===== config.mk =====
export PLATFORM = sky130hd
export DESIGN_NAME = pipe_top
export DESIGN_NICKNAME = d
export VERILOG_FILES = /design/src/logic/core_pkg.sv /design/src/logic/pc_gen.sv /design/src/logic/fetch_stage.sv /design/src/logic/decode_stage.sv /design/src/logic/execute_stage.sv /design/src/logic/mem_stage.sv /design/src/logic/pipeline_control.sv /design/src/logic/pipe_top.sv
export SDC_FILE = /design/constraint.sdc
export NUM_CORES = 1
export LEC_CHECK = 0
export BUFFER_PORTS_ARGS = -buffer_cell sky130_fd_sc_hd__buf_2
export CORE_UTILIZATION = 50
export DETAILED_ROUTE_END_ITERATION = 8
export PLACE_DENSITY_LB_ADDON = 0.15
export SETUP_SLACK_MARGIN = 0.15
export SYNTH_ARGS = -nofsm -noshare
export SYNTH_HDL_FRONTEND = slang
export SYNTH_SLANG_ARGS = --single-unit

===== constraint.sdc =====
create_clock -name clk -period 2.7 [get_ports clk]
set_input_delay 0.135 -clock clk [delete_from_list [all_inputs] [get_ports clk]]
set_output_delay 0.135 -clock clk [all_outputs]
set_load 0.02 [all_outputs]

===== src/logic/core_pkg.sv =====
package core_pkg;

  // instruction address, byte granular
  typedef logic [15:0] addr_t;

  // register index, r0 is hardwired and never creates a dependency
  typedef logic [4:0] reg_idx_t;

  // toy opcode set, enough to exercise every hazard path
  typedef enum logic [2:0] {
    OP_NOP    = 3'd0,
    OP_ALU    = 3'd1,
    OP_LOAD   = 3'd2,  // waits on data memory in MEM
    OP_JUMP   = 3'd3,  // resolved in EX
    OP_MULDIV = 3'd4   // occupies EX for several cycles
  } op_t;

  // one control bit per stage register
  typedef logic [5:0] stage_vec_t;

  // stage bit positions in stall and flush vectors
  localparam int ST_PC  = 0;
  localparam int ST_IF  = 1;  // IF/ID register
  localparam int ST_ID  = 2;  // ID/EX register
  localparam int ST_EX  = 3;  // EX/MEM register
  localparam int ST_MEM = 4;  // MEM/WB register
  localparam int ST_WB  = 5;

  // fetch sequencing
  localparam addr_t PC_STEP  = 16'd4;
  localparam addr_t RESET_PC = 16'h0000;

  // mul/div occupancy of EX, in cycles
  localparam int MULDIV_CYCLES = 4;
  localparam int MULDIV_CNT_W  = $clog2(MULDIV_CYCLES);

  // remaining busy cycles of a mul/div
  typedef logic [MULDIV_CNT_W-1:0] md_cnt_t;

endpackage


===== src/logic/pc_gen.sv =====
module pc_gen (
  input  logic            clk,
  input  logic            rst,
  input  logic            stall_i,        // hold current fetch address
  input  logic            jump_i,         // redirect from EX
  input  core_pkg::addr_t jump_target_i,
  output core_pkg::addr_t pc_o
);

  import core_pkg::*;

  // stall outranks the redirect, a held jump retries once EX moves again
  always_ff @(posedge clk) begin
    if (rst) begin
      pc_o <= RESET_PC;
    end else if (stall_i) begin
      pc_o <= pc_o;
    end else if (jump_i) begin
      pc_o <= jump_target_i;
    end else begin
      pc_o <= pc_o + PC_STEP;  // sequential fetch
    end
  end

endmodule


===== src/logic/fetch_stage.sv =====
module fetch_stage (
  input  logic               clk,
  input  logic               rst,
  input  logic               stall_i,
  input  logic               flush_i,
  input  logic               fetch_ready_i,  // program memory answered this cycle
  input  core_pkg::addr_t    pc_i,
  // instruction fields from program memory
  input  core_pkg::op_t      op_i,
  input  core_pkg::reg_idx_t rd_i,
  input  core_pkg::reg_idx_t rs1_i,
  input  core_pkg::reg_idx_t rs2_i,
  input  core_pkg::addr_t    target_i,
  // IF/ID register
  output logic               valid_o,
  output core_pkg::addr_t    pc_o,
  output core_pkg::op_t      op_o,
  output core_pkg::reg_idx_t rd_o,
  output core_pkg::reg_idx_t rs1_o,
  output core_pkg::reg_idx_t rs2_o,
  output core_pkg::addr_t    target_o
);

  // valid bit, a flush leaves a bubble
  always_ff @(posedge clk) begin
    if (rst || flush_i) begin
      valid_o <= 1'b0;
    end else if (!stall_i) begin
      valid_o <= fetch_ready_i;
    end
  end

  // instruction payload, only meaningful with valid_o
  always_ff @(posedge clk) begin
    if (!stall_i) begin
      pc_o     <= pc_i;
      op_o     <= op_i;
      rd_o     <= rd_i;
      rs1_o    <= rs1_i;
      rs2_o    <= rs2_i;
      target_o <= target_i;
    end
  end

endmodule


===== src/logic/decode_stage.sv =====
module decode_stage (
  input  logic               clk,
  input  logic               rst,
  input  logic               stall_i,
  input  logic               flush_i,
  // IF/ID fields
  input  logic               valid_i,
  input  core_pkg::addr_t    pc_i,
  input  core_pkg::op_t      op_i,
  input  core_pkg::reg_idx_t rd_i,
  input  core_pkg::reg_idx_t rs1_i,
  input  core_pkg::reg_idx_t rs2_i,
  input  core_pkg::addr_t    target_i,
  // ID/EX register, i.e. the instruction now in EX
  output logic               valid_o,
  output core_pkg::addr_t    pc_o,
  output core_pkg::op_t      op_o,
  output core_pkg::reg_idx_t rd_o,
  output core_pkg::addr_t    target_o,
  output logic               load_use_o  // ID consumer of the load in EX
);

  import core_pkg::*;

  logic ex_is_load;
  logic src_match;

  assign ex_is_load = valid_o && (op_o == OP_LOAD);

  // r0 never forms a dependency
  assign src_match = (rd_o != '0) && ((rs1_i == rd_o) || (rs2_i == rd_o));

  // loaded data is not ready before MEM, one bubble is needed
  assign load_use_o = valid_i && ex_is_load && src_match;

  always_ff @(posedge clk) begin
    if (rst || flush_i) begin
      valid_o <= 1'b0;
    end else if (!stall_i) begin
      valid_o <= valid_i;
    end
  end

  always_ff @(posedge clk) begin
    if (!stall_i) begin
      pc_o     <= pc_i;
      op_o     <= op_i;
      rd_o     <= rd_i;
      target_o <= target_i;
    end
  end

endmodule


===== src/logic/execute_stage.sv =====
module execute_stage (
  input  logic               clk,
  input  logic               rst,
  input  logic               stall_i,
  input  logic               flush_i,
  // ID/EX fields, the instruction being executed
  input  logic               valid_i,
  input  core_pkg::addr_t    pc_i,
  input  core_pkg::op_t      op_i,
  input  core_pkg::reg_idx_t rd_i,
  input  core_pkg::addr_t    target_i,
  // EX/MEM register
  output logic               valid_o,
  output core_pkg::addr_t    pc_o,
  output core_pkg::op_t      op_o,
  output core_pkg::reg_idx_t rd_o,
  // hazard requests
  output logic               jump_o,
  output core_pkg::addr_t    jump_target_o,
  output logic               muldiv_busy_o
);

  import core_pkg::*;

  logic    md_op;   // mul/div sitting in EX
  logic    md_run;  // counter armed for that mul/div
  md_cnt_t md_cnt;

  // jumps resolve here, unconditionally taken
  assign jump_o        = valid_i && (op_i == OP_JUMP);
  assign jump_target_o = target_i;

  assign md_op = valid_i && (op_i == OP_MULDIV);

  // first EX cycle is busy before the counter is loaded
  assign muldiv_busy_o = md_op && (!md_run || (md_cnt != '0));

  // a load waiting in MEM freezes the count
  always_ff @(posedge clk) begin
    if (rst) begin
      md_run <= 1'b0;
      md_cnt <= '0;
    end else if (!md_op) begin
      md_run <= 1'b0;
    end else if (!stall_i) begin
      if (!md_run) begin
        md_run <= 1'b1;
        md_cnt <= md_cnt_t'(MULDIV_CYCLES - 2);
      end else if (md_cnt != '0) begin
        md_cnt <= md_cnt - 1'b1;
      end else begin
        md_run <= 1'b0;  // leaves EX this cycle
      end
    end
  end

  // busy mul/div is kept out of MEM by the flush
  always_ff @(posedge clk) begin
    if (rst || flush_i) begin
      valid_o <= 1'b0;
    end else if (!stall_i) begin
      valid_o <= valid_i;
    end
  end

  always_ff @(posedge clk) begin
    if (!stall_i) begin
      pc_o <= pc_i;
      op_o <= op_i;
      rd_o <= rd_i;
    end
  end

endmodule


===== src/logic/mem_stage.sv =====
module mem_stage (
  input  logic               clk,
  input  logic               rst,
  input  logic               flush_i,
  input  logic               mem_ready_i,  // data memory level
  // EX/MEM fields
  input  logic               valid_i,
  input  core_pkg::addr_t    pc_i,
  input  core_pkg::op_t      op_i,
  input  core_pkg::reg_idx_t rd_i,
  output logic               mem_wait_o,
  // MEM/WB register, the retire stream
  output logic               wb_valid_o,
  output core_pkg::addr_t    wb_pc_o,
  output core_pkg::op_t      wb_op_o,
  output core_pkg::reg_idx_t wb_rd_o
);

  import core_pkg::*;

  // only loads touch data memory in this skeleton
  assign mem_wait_o = valid_i && (op_i == OP_LOAD) && !mem_ready_i;

  // never stalled, the waiting load is held upstream
  always_ff @(posedge clk) begin
    if (rst || flush_i) begin
      wb_valid_o <= 1'b0;
    end else begin
      wb_valid_o <= valid_i;
    end
  end

  always_ff @(posedge clk) begin
    wb_pc_o <= pc_i;
    wb_op_o <= op_i;
    wb_rd_o <= rd_i;
  end

endmodule


===== src/logic/pipeline_control.sv =====
module pipeline_control (
  input  logic                 rst,
  input  logic                 fetch_ready_i,
  input  logic                 mem_wait_i,     // load waiting in MEM
  input  logic                 jump_i,         // jump in EX
  input  logic                 muldiv_busy_i,  // mul/div still running in EX
  input  logic                 load_use_i,     // dependency from ID on a load in EX
  output core_pkg::stage_vec_t stall_o,
  output core_pkg::stage_vec_t flush_o
);

  import core_pkg::*;

  logic fetch_wait;

  assign fetch_wait = !fetch_ready_i;

  // later stage wins, checked oldest instruction first
  always_comb begin
    stall_o = '0;
    flush_o = '0;
    if (rst) begin
      flush_o[ST_WB:ST_PC] = '1;  // empty every stage
    end else if (mem_wait_i) begin
      stall_o[ST_EX:ST_PC] = '1;
      flush_o[ST_MEM]      = 1'b1;
    end else if (jump_i) begin
      // squash the two younger instructions, pc takes the target
      flush_o[ST_IF] = 1'b1;
      flush_o[ST_ID] = 1'b1;
    end else if (muldiv_busy_i) begin
      stall_o[ST_ID:ST_PC] = '1;
      flush_o[ST_EX]       = 1'b1;
    end else if (load_use_i) begin
      stall_o[ST_IF:ST_PC] = '1;
      flush_o[ST_ID]       = 1'b1;  // one bubble into EX
    end else if (fetch_wait) begin
      stall_o[ST_PC] = 1'b1;
      flush_o[ST_IF] = 1'b1;
    end
  end

endmodule


===== src/logic/pipe_top.sv =====
module pipe_top (
  input  logic               clk,
  input  logic               rst,
  input  logic               fetch_ready_i,
  input  logic               mem_ready_i,
  // program memory answer
  input  core_pkg::op_t      op_i,
  input  core_pkg::reg_idx_t rd_i,
  input  core_pkg::reg_idx_t rs1_i,
  input  core_pkg::reg_idx_t rs2_i,
  input  core_pkg::addr_t    target_i,
  output core_pkg::addr_t    fetch_pc_o,
  // retire stream
  output logic               wb_valid_o,
  output core_pkg::addr_t    wb_pc_o,
  output core_pkg::op_t      wb_op_o,
  output core_pkg::reg_idx_t wb_rd_o
);

  import core_pkg::*;

  stage_vec_t stall;
  stage_vec_t flush;

  // IF/ID
  logic     if_valid;
  addr_t    if_pc;
  op_t      if_op;
  reg_idx_t if_rd;
  reg_idx_t if_rs1;
  reg_idx_t if_rs2;
  addr_t    if_target;

  // ID/EX
  logic     id_valid;
  addr_t    id_pc;
  op_t      id_op;
  reg_idx_t id_rd;
  addr_t    id_target;

  // EX/MEM
  logic     ex_valid;
  addr_t    ex_pc;
  op_t      ex_op;
  reg_idx_t ex_rd;

  // hazard requests
  logic  load_use;
  logic  jump_ex;
  addr_t jump_target;
  logic  muldiv_busy;
  logic  mem_wait;

  pc_gen i_pc_gen (
    .clk           (clk),
    .rst           (rst),
    .stall_i       (stall[ST_PC]),
    .jump_i        (jump_ex),
    .jump_target_i (jump_target),
    .pc_o          (fetch_pc_o)
  );

  fetch_stage i_fetch (
    .clk           (clk),
    .rst           (rst),
    .stall_i       (stall[ST_IF]),
    .flush_i       (flush[ST_IF]),
    .fetch_ready_i (fetch_ready_i),
    .pc_i          (fetch_pc_o),
    .op_i          (op_i),
    .rd_i          (rd_i),
    .rs1_i         (rs1_i),
    .rs2_i         (rs2_i),
    .target_i      (target_i),
    .valid_o       (if_valid),
    .pc_o          (if_pc),
    .op_o          (if_op),
    .rd_o          (if_rd),
    .rs1_o         (if_rs1),
    .rs2_o         (if_rs2),
    .target_o      (if_target)
  );

  decode_stage i_decode (
    .clk        (clk),
    .rst        (rst),
    .stall_i    (stall[ST_ID]),
    .flush_i    (flush[ST_ID]),
    .valid_i    (if_valid),
    .pc_i       (if_pc),
    .op_i       (if_op),
    .rd_i       (if_rd),
    .rs1_i      (if_rs1),
    .rs2_i      (if_rs2),
    .target_i   (if_target),
    .valid_o    (id_valid),
    .pc_o       (id_pc),
    .op_o       (id_op),
    .rd_o       (id_rd),
    .target_o   (id_target),
    .load_use_o (load_use)
  );

  execute_stage i_execute (
    .clk           (clk),
    .rst           (rst),
    .stall_i       (stall[ST_EX]),
    .flush_i       (flush[ST_EX]),
    .valid_i       (id_valid),
    .pc_i          (id_pc),
    .op_i          (id_op),
    .rd_i          (id_rd),
    .target_i      (id_target),
    .valid_o       (ex_valid),
    .pc_o          (ex_pc),
    .op_o          (ex_op),
    .rd_o          (ex_rd),
    .jump_o        (jump_ex),
    .jump_target_o (jump_target),
    .muldiv_busy_o (muldiv_busy)
  );

  mem_stage i_mem (
    .clk         (clk),
    .rst         (rst),
    .flush_i     (flush[ST_MEM]),
    .mem_ready_i (mem_ready_i),
    .valid_i     (ex_valid),
    .pc_i        (ex_pc),
    .op_i        (ex_op),
    .rd_i        (ex_rd),
    .mem_wait_o  (mem_wait),
    .wb_valid_o  (wb_valid_o),
    .wb_pc_o     (wb_pc_o),
    .wb_op_o     (wb_op_o),
    .wb_rd_o     (wb_rd_o)
  );

  pipeline_control i_control (
    .rst           (rst),
    .fetch_ready_i (fetch_ready_i),
    .mem_wait_i    (mem_wait),
    .jump_i        (jump_ex),
    .muldiv_busy_i (muldiv_busy),
    .load_use_i    (load_use),
    .stall_o       (stall),
    .flush_o       (flush)
  );

endmodule


==> results.cfg <==
[die]
core_mm2 = 0.0104
ios = 79
die-area_mm2 = 0.0113
rows = 37
die_y_um = 106
die_w_um = 106
initial_core_util_pct = 52.0

[yosys]
synth_area_leader_cell = edfxtp_1
async_flop_share_pct = 0
yosys.area.top_type_share_pct = 63.2
yosysUniqueCellTypes = 53
syn-num-nets = 370
syn_area_mm2 = 0.00542
ys_seq_elements = 161
seq_area_frac_synth_pct = 80.5
ys_warn_count = 0
ys.flop_type = edfxtp_1
synth_cells = 330
synth_edf_count = 114
synthTopCellsByArea = edfxtp_1, dfxtp_1, nand2_1
synth.avg_cell_area_um2 = 16.4

[power_and_ir_drop]
pwr_density_cell_mw_per_mm2 = 757
vdd_ir_drop_max_mv = 0.455
total_power_mw = 5.23
power.leakage_nw = 2.83

[setup_path]
cp-end-kind = flip-flop
cp.arrival_ps = 2500
worstSetupStartpointType = flip-flop
cp_max_fo = 31
cpLargestDelayFamily = simple AND/OR/NAND/NOR gates
slowest_stage = or4_4
slowest_delay_ps = 580
criticalPathCategory = flip-flop to flip-flop
cp_cell_sequence = or4_4 > o211ai_2 > inv_2 > a21bo_2 > nand2_2 > buf_4
worstPathRequired_ps = 2880
crit_buf_inv = 2

[layout]
multi_input_area_um2 = 981
mostFrequentLayoutCell = edfxtp_1
n_antenna_cell = 0
design_area_mm2 = 0.00691
layout_common_cells = edfxtp_1, buf_2, dfxtp_1
layout-drive-gt1-share_pct = 28.0
area_growth_syn_to_layout_pct = 27.5
nNetsFinal = 499
register_area_mm2 = 0.00436
fillers = 757
final_cell_count_no_fill = 608

[sta]
rsz0062_at_grt = false
fin_tns_setup_ps = 0
drv_slew = 0
fin_crit_sh_pct = 85.6
whs_ps = 48.1
fin_worst_skew_ps = 10.2
fmaxAchievable_ghz = 0.433
finalSetupViolations = 0
period_needed_ps = 2310
max-slew-margin-rel_pct = 40.1
tightest_slew_ps = 899
hold_violations = 0

[clock_tree]
cts_tree = yes
path_clk_slew_ps = 60
cts_root_buf = clkbuf_8
cts_buffers = 17
h-tree-depth = 4
cts_resized = 0
cts_sinks = 161
clk_latency_ps = 530
cts_buffer_depth = 2

[job]
maxCapViolations = 0

[outcome]
status = finished clean

[routing]
drtAntennaViolNets = 0
drtIter0Drc = 183
firstDrtPassIters = 4
vias = 3109
post_drt_wl_per_cell_um = 15.1
via_per_inst = 5.11
wirelength_um = 9200
route.detailed.drc = 0

[place]
port_buffers = 78
dpl-instance-area_mm2 = 0.00599
gp_congestion = 0.853
dp_hpwl_um = 5630
placed_cells = 541

[global_route]
antenna_found_initial = 0
grt_remaining_overflow = 0
first_global_vias = 2998
grt_util_all_layers_pct = 17.8
grt_pass1_wl_um = 14600
grt_start_max_net_pins = 41

[hold_path]
hp-class = primary input to flip-flop
[area by class of cell]
cell class	instances	area share [%]
inverters	8	0.434
clock inverters	13	1.76
clock buffers	19	6.55
well taps	136	2.46
multi-input cells	151	14.2
flip-flops and latches	161	63.1
repair buffers	120	11.5
[synthesized netlist by cell type, types with 3 or more instances]
master      n
a31oi_1     3
o21ai_0     5
edfxtp_1  114
nand4_1     3
nand3_1    12
nor2_1     16
a21oi_1    14
xnor2_1    10
dfxtp_1    47
a311oi_1    4
nand2_1    27
o31ai_1     4
clkbuf_1    7
o211ai_1    3
a32o_2      5
nor3_1      4
a311o_1     3
inv_1       6
and3_1      3
[stage by stage]
step | setup slack (ps) | utilization, %
3_5_place_dp | 403 | 57.5
4_1_cts | 390 | 66.4
6_report | 389 | 66.4
5_1_grt | 306 | 66.4
2_1_floorplan | 298 | -
3_3_place_gp | 472 | 57.5
[timing repair]
action                    in CTS  in global routing
hold endpoints to repair      35                  0
hold buffers                  35                  0
buffers inserted               0                  0
[worst paths after layout]
path                     startpoint                   to  slack [ps]  depth (start not counted)
hold reg to reg   i_execute.rd_o[2]     i_mem.wb_rd_o[2]         340                          0
hold / removal          mem_ready_i     i_mem.wb_valid_o          50                          4
setup / recovery   i_decode.rd_o[0]  i_fetch.target_o[6]         390                          6
setup reg to reg   i_decode.rd_o[0]  i_fetch.target_o[6]         390                          6
[power by group]
group	switching (mW)	internal, mW	leakage [nW]
logic	0.0923	0.0950	0.879
registers	0.0433	2.74	1.67
clock network	0.946	1.32	0.284
total	1.08	4.15	2.83
[logic make-up (layout without fill, tap and decap cells)]
kind of cell               Yosys count  after routing  synth area share, %
DFF                                161            161                 80.5
buffers and inverters               18            160                 1.43
AOI/OAI and AO/OA                   58             58                 8.43
and+or+nand+nor                     79             79                 7.18
xor gates and xnor gates            10             10                 1.62
adders and majority gates            2              2                0.462
muxes                                2              2                0.369
[tightest hold or removal path, cell delays in order]
cell and delay, ps:
buf_2 80, nor2_1 40, nand3_1 110, and3_1 160
[layer usage]
| metal | routed length (µm) | track usage [%] | vias to the layer above |
|---|---|---|---|
| met5 | 0 | 0 | - |
| met4 | 198 | 9.52 | 0 |
| met3 | 485 | 5.33 | 20 |
| met2 | 4520 | 28.7 | 103 |
| met1 | 3990 | 21.7 | 1458 |
| li1 | - | - | 1528 |
[state kept, by name (all words and copies together) (netlist names), 2 cells and up]
register,count
i_execute.pc_o,16
i_decode.target_o,16
i_fetch.target_o,16
i_execute.rd_o,5
i_fetch.rd_o,5
i_fetch.pc_o,16
i_execute.op_o,3
i_pc_gen.pc_o,16
i_decode.rd_o,5
i_fetch.rs2_o,5
i_decode.pc_o,16
i_decode.op_o,3
i_execute.md_cnt,2
i_fetch.rs1_o,5
i_mem.wb_pc_o,16
i_mem.wb_rd_o,5
i_fetch.op_o,3
i_mem.wb_op_o,3
Power figures use the tool's default switching activity.
